--- src/include/nx_consts.svh ---
`ifndef NX_CONSTS_SVH
`define NX_CONSTS_SVH

// Mesh coordinate widths
`define NX_ROW_WIDTH 4
`define NX_COL_WIDTH 4

// Payload bits carried by a single-word data message
`define NX_DATA_WIDTH 24

// Exits of a node (north, east, south, west, local)
`define NX_DIRECTIONS 5

// Directional inbound streams, local ingress not counted
`define NX_INPUTS 4

// Entries in every egress and decoder FIFO
`define NX_FIFO_DEPTH 2

`endif
--- src/source/nx_pkg.sv ---
`include "nx_consts.svh"

package nx_pkg;

    // Address of the node a message is heading for
    typedef struct packed {
        logic [`NX_ROW_WIDTH-1:0] target_row;
        logic [`NX_COL_WIDTH-1:0] target_col;
    } node_header_t;

    // Single-word data message
    typedef struct packed {
        node_header_t              header;
        logic [`NX_DATA_WIDTH-1:0] payload;
    } node_message_t;

    // Exit of this node, also the index of the outbound stream
    typedef enum logic [2:0] {
        DIR_NORTH = 3'd0,
        DIR_EAST  = 3'd1,
        DIR_SOUTH = 3'd2,
        DIR_WEST  = 3'd3,
        DIR_LOCAL = 3'd4
    } direction_t;

    // Message with its route decision attached
    typedef struct packed {
        direction_t    dir;
        node_message_t message;
    } routed_message_t;

    // Where this node sits in the mesh
    typedef struct packed {
        logic [`NX_ROW_WIDTH-1:0] row;
        logic [`NX_COL_WIDTH-1:0] col;
    } node_position_t;

endpackage : nx_pkg

--- src/source/nx_stream_distributor.sv ---
`include "nx_consts.svh"

module nx_stream_distributor (
      input  logic                                         i_clk
    , input  logic                                         i_rst_n
    // High when nothing is buffered or arriving
    , output logic                                         o_idle
    // Routed inbound stream
    , input  nx_pkg::routed_message_t                      i_inbound_data
    , input  logic                                         i_inbound_valid
    , output logic                                         o_inbound_ready
    // One outbound stream per exit
    , output nx_pkg::node_message_t [`NX_DIRECTIONS-1:0] o_outbound_data
    , output logic [`NX_DIRECTIONS-1:0]                    o_outbound_valid
    , input  logic [`NX_DIRECTIONS-1:0]                    i_outbound_ready
);

logic [`NX_DIRECTIONS-1:0] fifo_full, fifo_empty, fifo_match;

for (genvar idx = 0; idx < `NX_DIRECTIONS; idx++) begin : gen_egress
    logic fifo_push, fifo_pop;

    // Direction field selects the egress FIFO
    assign fifo_match[idx] = (i_inbound_data.dir == nx_pkg::direction_t'(idx));
    assign fifo_push = fifo_match[idx] && i_inbound_valid && !fifo_full[idx];
    assign fifo_pop  = !fifo_empty[idx] && i_outbound_ready[idx];

    assign o_outbound_valid[idx] = !fifo_empty[idx];

    nx_fifo #(
          .data_t    ( nx_pkg::node_message_t )
        , .DEPTH     ( `NX_FIFO_DEPTH         )
    ) u_egress_fifo (
          .i_clk     ( i_clk                  )
        , .i_rst_n   ( i_rst_n                )
        , .i_wr_data ( i_inbound_data.message )
        , .i_wr_push ( fifo_push              )
        , .o_rd_data ( o_outbound_data[idx]   )
        , .i_rd_pop  ( fifo_pop               )
        , .o_empty   ( fifo_empty[idx]        )
        , .o_full    ( fifo_full[idx]         )
    );
end

// Stall only on the FIFO being targeted
assign o_inbound_ready = !(|(fifo_full & fifo_match));

// All egress empty and nothing pending
assign o_idle = (&fifo_empty) && !i_inbound_valid;

endmodule : nx_stream_distributor

--- src/source/nx_fifo.sv ---
module nx_fifo #(
      parameter type data_t = logic [31:0]
    , parameter int  DEPTH  = 2
) (
      input  logic  i_clk
    , input  logic  i_rst_n
    // Write side
    , input  data_t i_wr_data
    , input  logic  i_wr_push
    // Read side
    , output data_t o_rd_data
    , input  logic  i_rd_pop
    // Status
    , output logic  o_empty
    , output logic  o_full
);

// Pointer and level widths
localparam int PTR_W = (DEPTH > 1) ? $clog2(DEPTH) : 1;
localparam int LVL_W = $clog2(DEPTH + 1);

// Storage, no reset needed
data_t mem [DEPTH];

logic [PTR_W-1:0] wr_ptr, rd_ptr;
logic [LVL_W-1:0] level;
logic             do_push, do_pop;

// Pop only with data present
assign do_pop  = i_rd_pop && !o_empty;
// Push when room, or when a pop frees a slot this cycle
assign do_push = i_wr_push && (!o_full || do_pop);

assign o_empty   = (level == '0);
assign o_full    = (level == LVL_W'(DEPTH));
assign o_rd_data = mem[rd_ptr];

// Write into the slot under the write pointer
always_ff @(posedge i_clk) begin
    if (do_push) begin
        mem[wr_ptr] <= i_wr_data;
    end
end

// Pointers wrap at DEPTH, level tracks occupancy
always_ff @(posedge i_clk) begin
    if (!i_rst_n) begin
        wr_ptr <= '0;
        rd_ptr <= '0;
        level  <= '0;
    end else begin
        if (do_push) begin
            wr_ptr <= (wr_ptr == PTR_W'(DEPTH - 1)) ? '0 : wr_ptr + 1'b1;
        end
        if (do_pop) begin
            rd_ptr <= (rd_ptr == PTR_W'(DEPTH - 1)) ? '0 : rd_ptr + 1'b1;
        end
        // Simultaneous push and pop leaves level unchanged
        if (do_push && !do_pop) begin
            level <= level + 1'b1;
        end else if (do_pop && !do_push) begin
            level <= level - 1'b1;
        end
    end
end

endmodule : nx_fifo

--- config.mk ---
export PLATFORM = sky130hd
export DESIGN_NAME = nx_stream_distributor
export DESIGN_NICKNAME = d
export VERILOG_FILES = /design/src/source/nx_pkg.sv /design/src/source/nx_stream_distributor.sv /design/src/source/nx_fifo.sv
export VERILOG_INCLUDE_DIRS = /design/src /design/src/include
export SDC_FILE = /design/constraint.sdc
export NUM_CORES = 1
export LEC_CHECK = 0
export BUFFER_PORTS_ARGS = -buffer_cell sky130_fd_sc_hd__buf_2
export CAP_MARGIN = 25
export CORE_ASPECT_RATIO = 0.8
export CORE_MARGIN = 3
export CORE_UTILIZATION = 45
export CTS_CLUSTER_DIAMETER = 50
export DETAILED_ROUTE_END_ITERATION = 8
export PLACE_DENSITY = 0.74
export SLEW_MARGIN = 0
export SYNTH_ARGS = -nofsm -noshare
export SYNTH_HDL_FRONTEND = slang
export SYNTH_SLANG_ARGS = --single-unit
--- constraint.sdc ---
create_clock -name i_clk -period 8.1 [get_ports i_clk]
set_input_delay 0.81 -clock i_clk [delete_from_list [all_inputs] [get_ports i_clk]]
set_output_delay 0.81 -clock i_clk [all_outputs]
set_load 0.02 [all_outputs]
==> results.txt <==
PnR worst setup slack - 5.16 ns
Simple-Gate Fraction of Synth Area - 3.06%
Setup TNS - 0 ns
Tmin final - 2.94 ns
Cell variety after synth - 36
CP Launch Type - register
Reg-to-reg setup timing slack - 5.98 ns
First-pass GRT wire length - 40.5 mm
Power Dens Cells - 298 nW/um^2
Largest family of logic cells by synthesized area - multiplexers
DRC viols - 0
Compound-gate portion of the synthesized area - 0.833%
Total CTS buffers - 36
Fmax - 340 MHz
Ports - 210
Max VDD drop - 0.143 mV
Placement Setup Slack - 5.35 ns
Slowest cell on the critical path - dfxtp_2
Sink Count - 345
FP Rows - 54
Die height - 157 um
Final wirelength - 27.0 mm
Clock skew - 0.0143 ns
Number of synthesized flops with an enable pin - 320
WL per Instance - 21.6 um
Critical Path Sink Type - output port
DRT iter0 DRCs - 517
Synthesized area per cell - 20.0 um^2
Crit share post-route - 36.4%
Crit Reg-Reg Startpoint - gen_egress[0].u_egress_fifo.level[0]
Hold buffer count at CTS - 0
Initial core utilization - 46.3%
Post-Synth Adder-Cell Area - 0.490%
H-tree levels - 2
Mux share of post-synthesis cell area - 14.4%
GR Overflow Total - 0
Ys Warns - 0
Crit path cell chain - mux2_2, buf_2
Commonest non-fill, non-tap cell in the layout - edfxtp_1
Root cell of the clock tree - clkbuf_16
Core area - 27600 um^2
Worst Tran Pin Value - 1.01 ns
CP peak stage delay - 0.98 ns
Count of pins over their slew limit - 0
WP data arrival - 2.13 ns
Register cell area after layout - 10100 um^2
Share of layout cells above drive strength 1 - 48.4%
Reg-to-reg endpoint - gen_egress[0].u_egress_fifo.mem[0][15]
DR vias - 6440
Largest net degree at the start of global routing - 33
Initial antenna violation count - 0
CTS tree - built
Diodes inserted - 0
Worst skew pair latency - 0.50 ns
P_leak - 5.39 nW
MaxCap Viol Count - 0
Reg2reg path depth - 3
Longest Clk Path Bufs - 3
Xor-xnor portion of the synthesized cell area - 1.03%
Seq cells post-synth - 345
Setup CP Type - reg2out
Status - completed
Netlist Area Pre-Place - 12800 um^2
CP max FO - 32
Hold Fails Final Rpt - 0
NumNets Final - 914
Post-CTS Setup Bufs - 0
Syn Nets - 686
RSZ-0062 raised after global routing - no
Asr flop ratio synth - 0%
Port Buffer Count - 209
Final setup violation count - 0
Final Wtd Congestion - 0.759
Data required, critical path - 7.29 ns
Number of global-route vias before repair - 6524
Syn Inst Count - 638
Synth Flop Type - edfxtp_1
Most frequent cells in the layout - edfxtp_1 (320), buf_2 (209), mux2_2 (148)
Area Overhead vs Synth - 20.1%
Worst slew margin - 32.8%
Die X - 194 um
Dpl hpwl - 16.7 mm
Via-to-Cell Ratio - 5.15
Remaining antenna violation count - 0
Hold crit path type - reg2reg
Multi-input gate area - 2570 um^2
Fill cell count - 2126
Register area share after synthesis - 79.2%
Post-CTS resize count - 0
DR pass1 iterations - 4
Clock slew at reported path FFs - 0.05 ns
DIE AREA - 30400 um^2
GR Util All Layers - 17.6%
Power, Total - 0.00456 W
CP Capture Point - o_outbound_data[117]
power breakdown:
| part | leakage [nW] | internal (W) | switching [W] |
|---|---|---|---|
| clock | 0.517 | 0.000891 | 0.000626 |
| combinational | 1.78 | 0.000384 | 0.000490 |
| sequential | 3.10 | 0.00202 | 0.000156 |
| total | 5.39 | 0.00329 | 0.00127 |
layer usage:
layer,share of wire [%],track usage (%),routed length [um]
met5,0,0,0
met4,1.2,3.86,312
met3,7.4,4.52,2010
met2,46,27.7,12400
met1,46,25.1,12300
critical path: cells and delay by family (launching register included):
kind                   cells  cell delay (ns)
buffers and inverters      1             0.17
flip-flops                 1             0.98
multiplexers               1             0.46
state kept, by name, summed over array words and instances (netlist names), named ones only:
name / flops
gen_egress.u_egress_fifo.level: 10
gen_egress.u_egress_fifo.mem: 320
gen_egress.u_egress_fifo.wr_ptr: 5
gen_egress.u_egress_fifo.rd_ptr: 5
through the flow:
step / hold WS [ns] / instances / utilization, % / cell area (um^2)
floorplan: 0.451 / 638 / - / 12800
global placement: 0.475 / 1190 / 51.5 / 14200
detailed placement: 0.483 / 1190 / 51.5 / 14200
CTS: 0.492 / 1249 / 55.4 / 15300
global route: 0.529 / 1251 / 55.6 / 15300
finish: 0.489 / 1251 / 55.6 / 15300
logic make-up (layout without fill, tap and decap cells):
| group | Yosys count | in the layout |
|---|---|---|
| flip-flops | 345 | 345 |
| XOR/XNOR | 15 | 15 |
| adder cells (fa/ha/maj) | 5 | 5 |
| AO/OA/AOI/OAI | 19 | 19 |
| AND/OR/NAND/NOR | 64 | 64 |
| multiplexers | 164 | 164 |
| buffers and inverters | 26 | 275 |
cells in the mapped netlist (all sizes together) (5+ instances only):
cell    instances  share of area, %
xor2           15               1.0
buf            16              0.68
a21oi           6              0.24
and2            6              0.30
ha              5              0.49
nand2b          6              0.29
or2             6              0.29
edfxtp        320                75
mux2          160                14
or3             6              0.29
dfxtp          25               3.9
o21ai          10              0.39
nor2b           6              0.31
clkbuf          7              0.21
nor2           17              0.50
worst min-delay path by stage:
stage / depth (start not counted) / end / from
2_1_floorplan: 2 / gen_egress[1].u_egress_fifo.wr_ptr / gen_egress[1].u_egress_fifo.wr_ptr
5_1_grt: 2 / gen_egress[2].u_egress_fifo.wr_ptr / gen_egress[2].u_egress_fifo.wr_ptr
3_3_place_gp: 2 / gen_egress[2].u_egress_fifo.wr_ptr / gen_egress[2].u_egress_fifo.wr_ptr
3_5_place_dp: 2 / gen_egress[2].u_egress_fifo.wr_ptr / gen_egress[2].u_egress_fifo.wr_ptr
6_report: 2 / gen_egress[1].u_egress_fifo.wr_ptr / gen_egress[1].u_egress_fifo.wr_ptr
4_1_cts: 2 / gen_egress[2].u_egress_fifo.wr_ptr / gen_egress[2].u_egress_fifo.wr_ptr
cell type report:
class                           instances  share of cell area [%]
Tap cell                              364                    2.97
Inverter                                3                  0.0734
Clock inverter                         16                   0.800
Clock buffer                           43                    6.18
Sequential cell                       345                    66.0
Timing Repair Buffer                  213                    7.28
Multi-Input combinational cell        267                    16.7
Power figures use the tool's default switching activity.
