## src/include/nx_consts.svh

```systemverilog
`ifndef NX_CONSTS_SVH
`define NX_CONSTS_SVH

// Mesh coordinate widths
`define NX_ROW_WIDTH 4
`define NX_COL_WIDTH 4

// Payload bits carried by a single-word data message
`define NX_DATA_WIDTH 24

// Exits of a node (north, east, south, west, local)
`define NX_DIRECTIONS 5

// Directional inbound streams, local ingress not counted
`define NX_INPUTS 4

// Entries in every egress and decoder FIFO
`define NX_FIFO_DEPTH 2

`endif
```

## src/source/nx_pkg.sv

```systemverilog
`include "nx_consts.svh"

package nx_pkg;

    // Address of the node a message is heading for
    typedef struct packed {
        logic [`NX_ROW_WIDTH-1:0] target_row;
        logic [`NX_COL_WIDTH-1:0] target_col;
    } node_header_t;

    // Single-word data message
    typedef struct packed {
        node_header_t              header;
        logic [`NX_DATA_WIDTH-1:0] payload;
    } node_message_t;

    // Exit of this node, also the index of the outbound stream
    typedef enum logic [2:0] {
        DIR_NORTH = 3'd0,
        DIR_EAST  = 3'd1,
        DIR_SOUTH = 3'd2,
        DIR_WEST  = 3'd3,
        DIR_LOCAL = 3'd4
    } direction_t;

    // Message with its route decision attached
    typedef struct packed {
        direction_t    dir;
        node_message_t message;
    } routed_message_t;

    // Where this node sits in the mesh
    typedef struct packed {
        logic [`NX_ROW_WIDTH-1:0] row;
        logic [`NX_COL_WIDTH-1:0] col;
    } node_position_t;

endpackage : nx_pkg

```

## src/source/nx_msg_decoder.sv

```systemverilog
`include "nx_consts.svh"

module nx_msg_decoder (
      input  logic                    i_clk
    , input  logic                    i_rst_n
    // This node's place in the mesh
    , input  nx_pkg::node_position_t  i_position
    // Merged inbound stream
    , input  nx_pkg::node_message_t   i_msg_data
    , input  logic                    i_msg_valid
    , output logic                    o_msg_ready
    // Routed stream toward the distributor
    , output nx_pkg::routed_message_t o_routed_data
    , output logic                    o_routed_valid
    , input  logic                    i_routed_ready
);

nx_pkg::direction_t      route_dir;
nx_pkg::routed_message_t routed;
logic                    fifo_push, fifo_pop;
logic                    fifo_empty, fifo_full;

// Column first, then row
always_comb begin
    if (i_msg_data.header.target_col > i_position.col) begin
        route_dir = nx_pkg::DIR_EAST;
    end else if (i_msg_data.header.target_col < i_position.col) begin
        route_dir = nx_pkg::DIR_WEST;
    end else if (i_msg_data.header.target_row > i_position.row) begin
        route_dir = nx_pkg::DIR_SOUTH;
    end else if (i_msg_data.header.target_row < i_position.row) begin
        route_dir = nx_pkg::DIR_NORTH;
    end else begin
        // Addressed to this node
        route_dir = nx_pkg::DIR_LOCAL;
    end
end

// Decision travels with the message
assign routed.dir     = route_dir;
assign routed.message = i_msg_data;

assign o_msg_ready = !fifo_full;
assign fifo_push   = i_msg_valid && !fifo_full;
assign fifo_pop    = o_routed_valid && i_routed_ready;

// Head of the FIFO drives the routed stream
assign o_routed_valid = !fifo_empty;

nx_fifo #(
      .data_t    ( nx_pkg::routed_message_t )
    , .DEPTH     ( `NX_FIFO_DEPTH           )
) u_route_fifo (
      .i_clk     ( i_clk                    )
    , .i_rst_n   ( i_rst_n                  )
    , .i_wr_data ( routed                   )
    , .i_wr_push ( fifo_push                )
    , .o_rd_data ( o_routed_data            )
    , .i_rd_pop  ( fifo_pop                 )
    , .o_empty   ( fifo_empty               )
    , .o_full    ( fifo_full                )
);

endmodule : nx_msg_decoder

```

## src/source/nx_fifo.sv

```systemverilog
module nx_fifo #(
      parameter type data_t = logic [31:0]
    , parameter int  DEPTH  = 2
) (
      input  logic  i_clk
    , input  logic  i_rst_n
    // Write side
    , input  data_t i_wr_data
    , input  logic  i_wr_push
    // Read side
    , output data_t o_rd_data
    , input  logic  i_rd_pop
    // Status
    , output logic  o_empty
    , output logic  o_full
);

// Pointer and level widths
localparam int PTR_W = (DEPTH > 1) ? $clog2(DEPTH) : 1;
localparam int LVL_W = $clog2(DEPTH + 1);

// Storage, no reset needed
data_t mem [DEPTH];

logic [PTR_W-1:0] wr_ptr, rd_ptr;
logic [LVL_W-1:0] level;
logic             do_push, do_pop;

// Pop only with data present
assign do_pop  = i_rd_pop && !o_empty;
// Push when room, or when a pop frees a slot this cycle
assign do_push = i_wr_push && (!o_full || do_pop);

assign o_empty   = (level == '0);
assign o_full    = (level == LVL_W'(DEPTH));
assign o_rd_data = mem[rd_ptr];

// Write into the slot under the write pointer
always_ff @(posedge i_clk) begin
    if (do_push) begin
        mem[wr_ptr] <= i_wr_data;
    end
end

// Pointers wrap at DEPTH, level tracks occupancy
always_ff @(posedge i_clk) begin
    if (!i_rst_n) begin
        wr_ptr <= '0;
        rd_ptr <= '0;
        level  <= '0;
    end else begin
        if (do_push) begin
            wr_ptr <= (wr_ptr == PTR_W'(DEPTH - 1)) ? '0 : wr_ptr + 1'b1;
        end
        if (do_pop) begin
            rd_ptr <= (rd_ptr == PTR_W'(DEPTH - 1)) ? '0 : rd_ptr + 1'b1;
        end
        // Simultaneous push and pop leaves level unchanged
        if (do_push && !do_pop) begin
            level <= level + 1'b1;
        end else if (do_pop && !do_push) begin
            level <= level - 1'b1;
        end
    end
end

endmodule : nx_fifo

```

## config.mk

```make
export PLATFORM = sky130hd
export DESIGN_NAME = nx_msg_decoder
export DESIGN_NICKNAME = d
export VERILOG_FILES = /design/src/source/nx_pkg.sv /design/src/source/nx_msg_decoder.sv /design/src/source/nx_fifo.sv
export VERILOG_INCLUDE_DIRS = /design/src /design/src/include
export SDC_FILE = /design/constraint.sdc
export NUM_CORES = 1
export LEC_CHECK = 0
export BUFFER_PORTS_ARGS = -buffer_cell sky130_fd_sc_hd__buf_4
export CORE_MARGIN = 2
export CORE_UTILIZATION = 56
export CTS_CLUSTER_SIZE = 40
export DETAILED_ROUTE_END_ITERATION = 8
export GPL_ROUTABILITY_DRIVEN = 0
export PLACE_DENSITY = 0.84
export SLEW_MARGIN = 40
export SYNTH_ARGS = -nofsm -noshare
export SYNTH_HDL_FRONTEND = slang
export SYNTH_SLANG_ARGS = --single-unit
```

## constraint.sdc

```tcl
create_clock -name i_clk -period 8.01 [get_ports i_clk]
set_input_delay 1.602 -clock i_clk [delete_from_list [all_inputs] [get_ports i_clk]]
set_output_delay 1.602 -clock i_clk [all_outputs]
set_load 0.05 [all_outputs]
```

==> impl_results.md <==
* Core area at just over 0.005 mm2
* Yosys top cell by area: edfxtp_1
* Layout area overhead at 31.7%
* Fin. max-slew vios at 0
* Clock share of power at 0.239
* GR Overflow Total at 0
* Final net count at ~310
* WL/cell at between 15 and 20 um
* Post-layout minimum cycle time at between 3 and 4 ns
* Port Buffer Count at 80
* N_diodes at 0
* Largest net degree at the start of global routing at 36
* Total CTS buffers at 9
* # hold bufs at CTS at 0
* Final worst-path cycle share at 0.439
* Syn Nets at around 220
* Initial detailed-routing violation count at around 90
* Cell area after layout at just under 0.004 mm2
* Global-route wire length before repair at roughly 8.3 mm
* Layout cells sized above 1 at 0.533
* Setup TNS at 0 ns
* CP Class: reg -> out
* Synth top area share at 0.704
* Setup Viol. Count Final at 0
* CTS max path bufs at 2
* Die height at between 70 and 80 um
* Internal Pwr Total at between 800 and 900 uW
* Die W at between 70 and 80 um
* CP arrival at around 1.9 ns
* Row cnt at 26
* Place WS at 4.84 ns
* Syn Inst Count at approximately 170
* Die area at 0.00593 mm2
* Register bit count reported by yosys at 75
* Final setup skew at slightly below 0.01 ns
* Drt total wl at between 5 and 6 mm
* Most frequent cell after synthesis: edfxtp_1
* Final Hold Viols at 0
* Synth async-reset ratio at 0
* NetSw at 500 uW
* Placed inst area at 0.00370 mm2
* # DRC at 0
* Power Dens Cells at 356 mW/mm2
* Worst Hold Margin at approximately 0.55 ns
* Synth top cells by count: 70 x edfxtp_1, 35 x mux2_2, 11 x inv_1
* Slew headroom at 0.690
* Fmax at approximately 280 MHz
* Vias at approximately 1700
* Synth warnings at 0
* Total track usage at 0.187
* Worst Setup Start Kind: register
* Leakage at around 0.0016 uW
* Post-Syn Area per Cell at roughly 18 um2
* Finished Layout Cells at 331
* Main synth FF type: edfxtp_1
* Post-Syn Area at around 0.0030 mm2
* Initial Utilization at 0.581
* DR pass1 iterations at 4
* Worst-path clk slew at ~0.08 ns
* RSZ-0062 raised after global routing: no
* Setup repair bufs after CTS at 0
* Peak VDD IR at around 0.19 mV
* Cells after DPL at between 300 and 400
* CP required at roughly 6.4 ns
* Sw Share at 0.357
* Post-CTS resize count at 0
* Comb pwr share at 0.385
* ANT nets after route at 0
* Post-synth EDFFs at 70
* CTS sink count at between 70 and 80
* Endpoint class of the critical path: primary output
* Seq/Total Area, Yosys at 0.738
* Vias/cell at ~5.0
* Synth area leaders: edfxtp_1 70%, mux2_2 13%, ha_1 3.8%, dfxtp_1 3.4%, inv_1 1.4%
* Clk_lat worst skew at around 0.33 ns
* H-tree levels at 3
* Vias in the first global route at ~1800
* Distinct cells, synth at 25
* Final worst-path setup slack at approximately 4.5 ns
* # fillers at between 300 and 400
* CTS tree: built
* Status: finished, final reports clean
* FF-to-FF setup slack at between 6 and 7 ns
* Seq pwr share at 0.376
* Max-cap violations at 0
* Worst Hold Class: reg -> reg
* Worst-Margin Slew at 0.465 ns
* Root Buffer: clkbuf_8
* Largest fanout on the critical path at 27
* Antenna violations before repair at 0
* I/O pin count at a little over 80
* Detail Placement HPWL at about 3.6 mm
final timing paths:
path	startpoint	endpoint	cells past startpoint
setup / recovery	register	o_routed_data[9]	3
hold / removal	u_route_fifo.level[1]	u_route_fifo.level[1]	2
setup reg to reg	u_route_fifo.level[0]	u_route_fifo.mem[0][15]	5
hold reg to reg	u_route_fifo.level[1]	u_route_fifo.level[1]	2
critical path, cell delays in order (launching register included):
cell	delay (ns)
dfxtp_1	0.54
buf_4	0.43
mux2_2	0.41
buf_4	0.20
flip-flops by register name, summed over array words and instances (netlist names), named ones only:
signal and flops:
u_route_fifo.level 2, u_route_fifo.rd_ptr 1, u_route_fifo.wr_ptr 1, u_route_fifo.mem 70
power by group through the flow:
stage | clock network (uW) | logic (uW) | registers [uW]
floorplan | 0 | 397 | 525
global route | 354 | 567 | 531
finish | 334 | 539 | 525
CTS | 339 | 543 | 526
detailed placement | 0 | 540 | 535
global placement | 0 | 528 | 532
stage by stage:
| step | total power (uW) | util |
|---|---|---|
| 6_report | 1400 | 0.765 |
| 3_3_place_gp | 1060 | 0.713 |
| 4_1_cts | 1410 | 0.765 |
| 2_1_floorplan | 922 | - |
| 5_1_grt | 1450 | 0.765 |
| 3_5_place_dp | 1070 | 0.719 |
final cells by class:
type	instances	area, um2	share of cell area
Tap cell	70	87.6	0.0223
Sequential cell	75	2200	0.560
Clock buffer	10	128	0.0325
Timing Repair Buffer	84	646	0.164
Clock inverter	6	105	0.0267
Inverter	11	41.3	0.0105
Multi-Input combinational cell	75	721	0.183
cells by family (layout without fill, tap and decap cells):
kind of cell	count (synthesis)	in the layout	share of synthesized area
buf+inv	15	111	0.0231
compound gates	9	9	0.0176
mux	35	35	0.132
xor+xnor	4	4	0.0117
simple gates	18	18	0.0398
fa+ha+maj	9	9	0.0377
flops	75	75	0.738
routing by layer:
layer / wire [um] / global-route usage / up-vias
met5: 0 / 0 / -
met4: 114 / 0.0875 / 0
met3: 265 / 0.0506 / 9
met2: 2820 / 0.332 / 57
met1: 1980 / 0.208 / 785
li1: - / - / 801
layout by cell type (no fill, tap or decap):
| master | count |
|---|---|
| and3_1 | 1 |
| nand2_1 | 4 |
| o31ai_1 | 1 |
| nand2b_4 | 1 |
| o21a_1 | 1 |
| o21ai_0 | 2 |
| clkbuf_1 | 1 |
| a21boi_1 | 1 |
| dfxtp_1 | 5 |
| xor2_1 | 1 |
| clkbuf_8 | 9 |
| buf_8 | 2 |
| bufinv_16 | 3 |
| mux2_2 | 35 |
| or3_1 | 1 |
| nand4_1 | 1 |
| or2_4 | 1 |
| edfxtp_1 | 70 |
| nor2_1 | 1 |
| buf_4 | 82 |
| and4bb_2 | 1 |
| clkinv_2 | 3 |
| and2_1 | 4 |
| nand2_4 | 1 |
| a21oi_1 | 4 |
| inv_1 | 11 |
| xnor2_1 | 3 |
| ha_1 | 9 |
| nor2_4 | 1 |
| nand2b_1 | 1 |
Power figures use the tool's default switching activity.
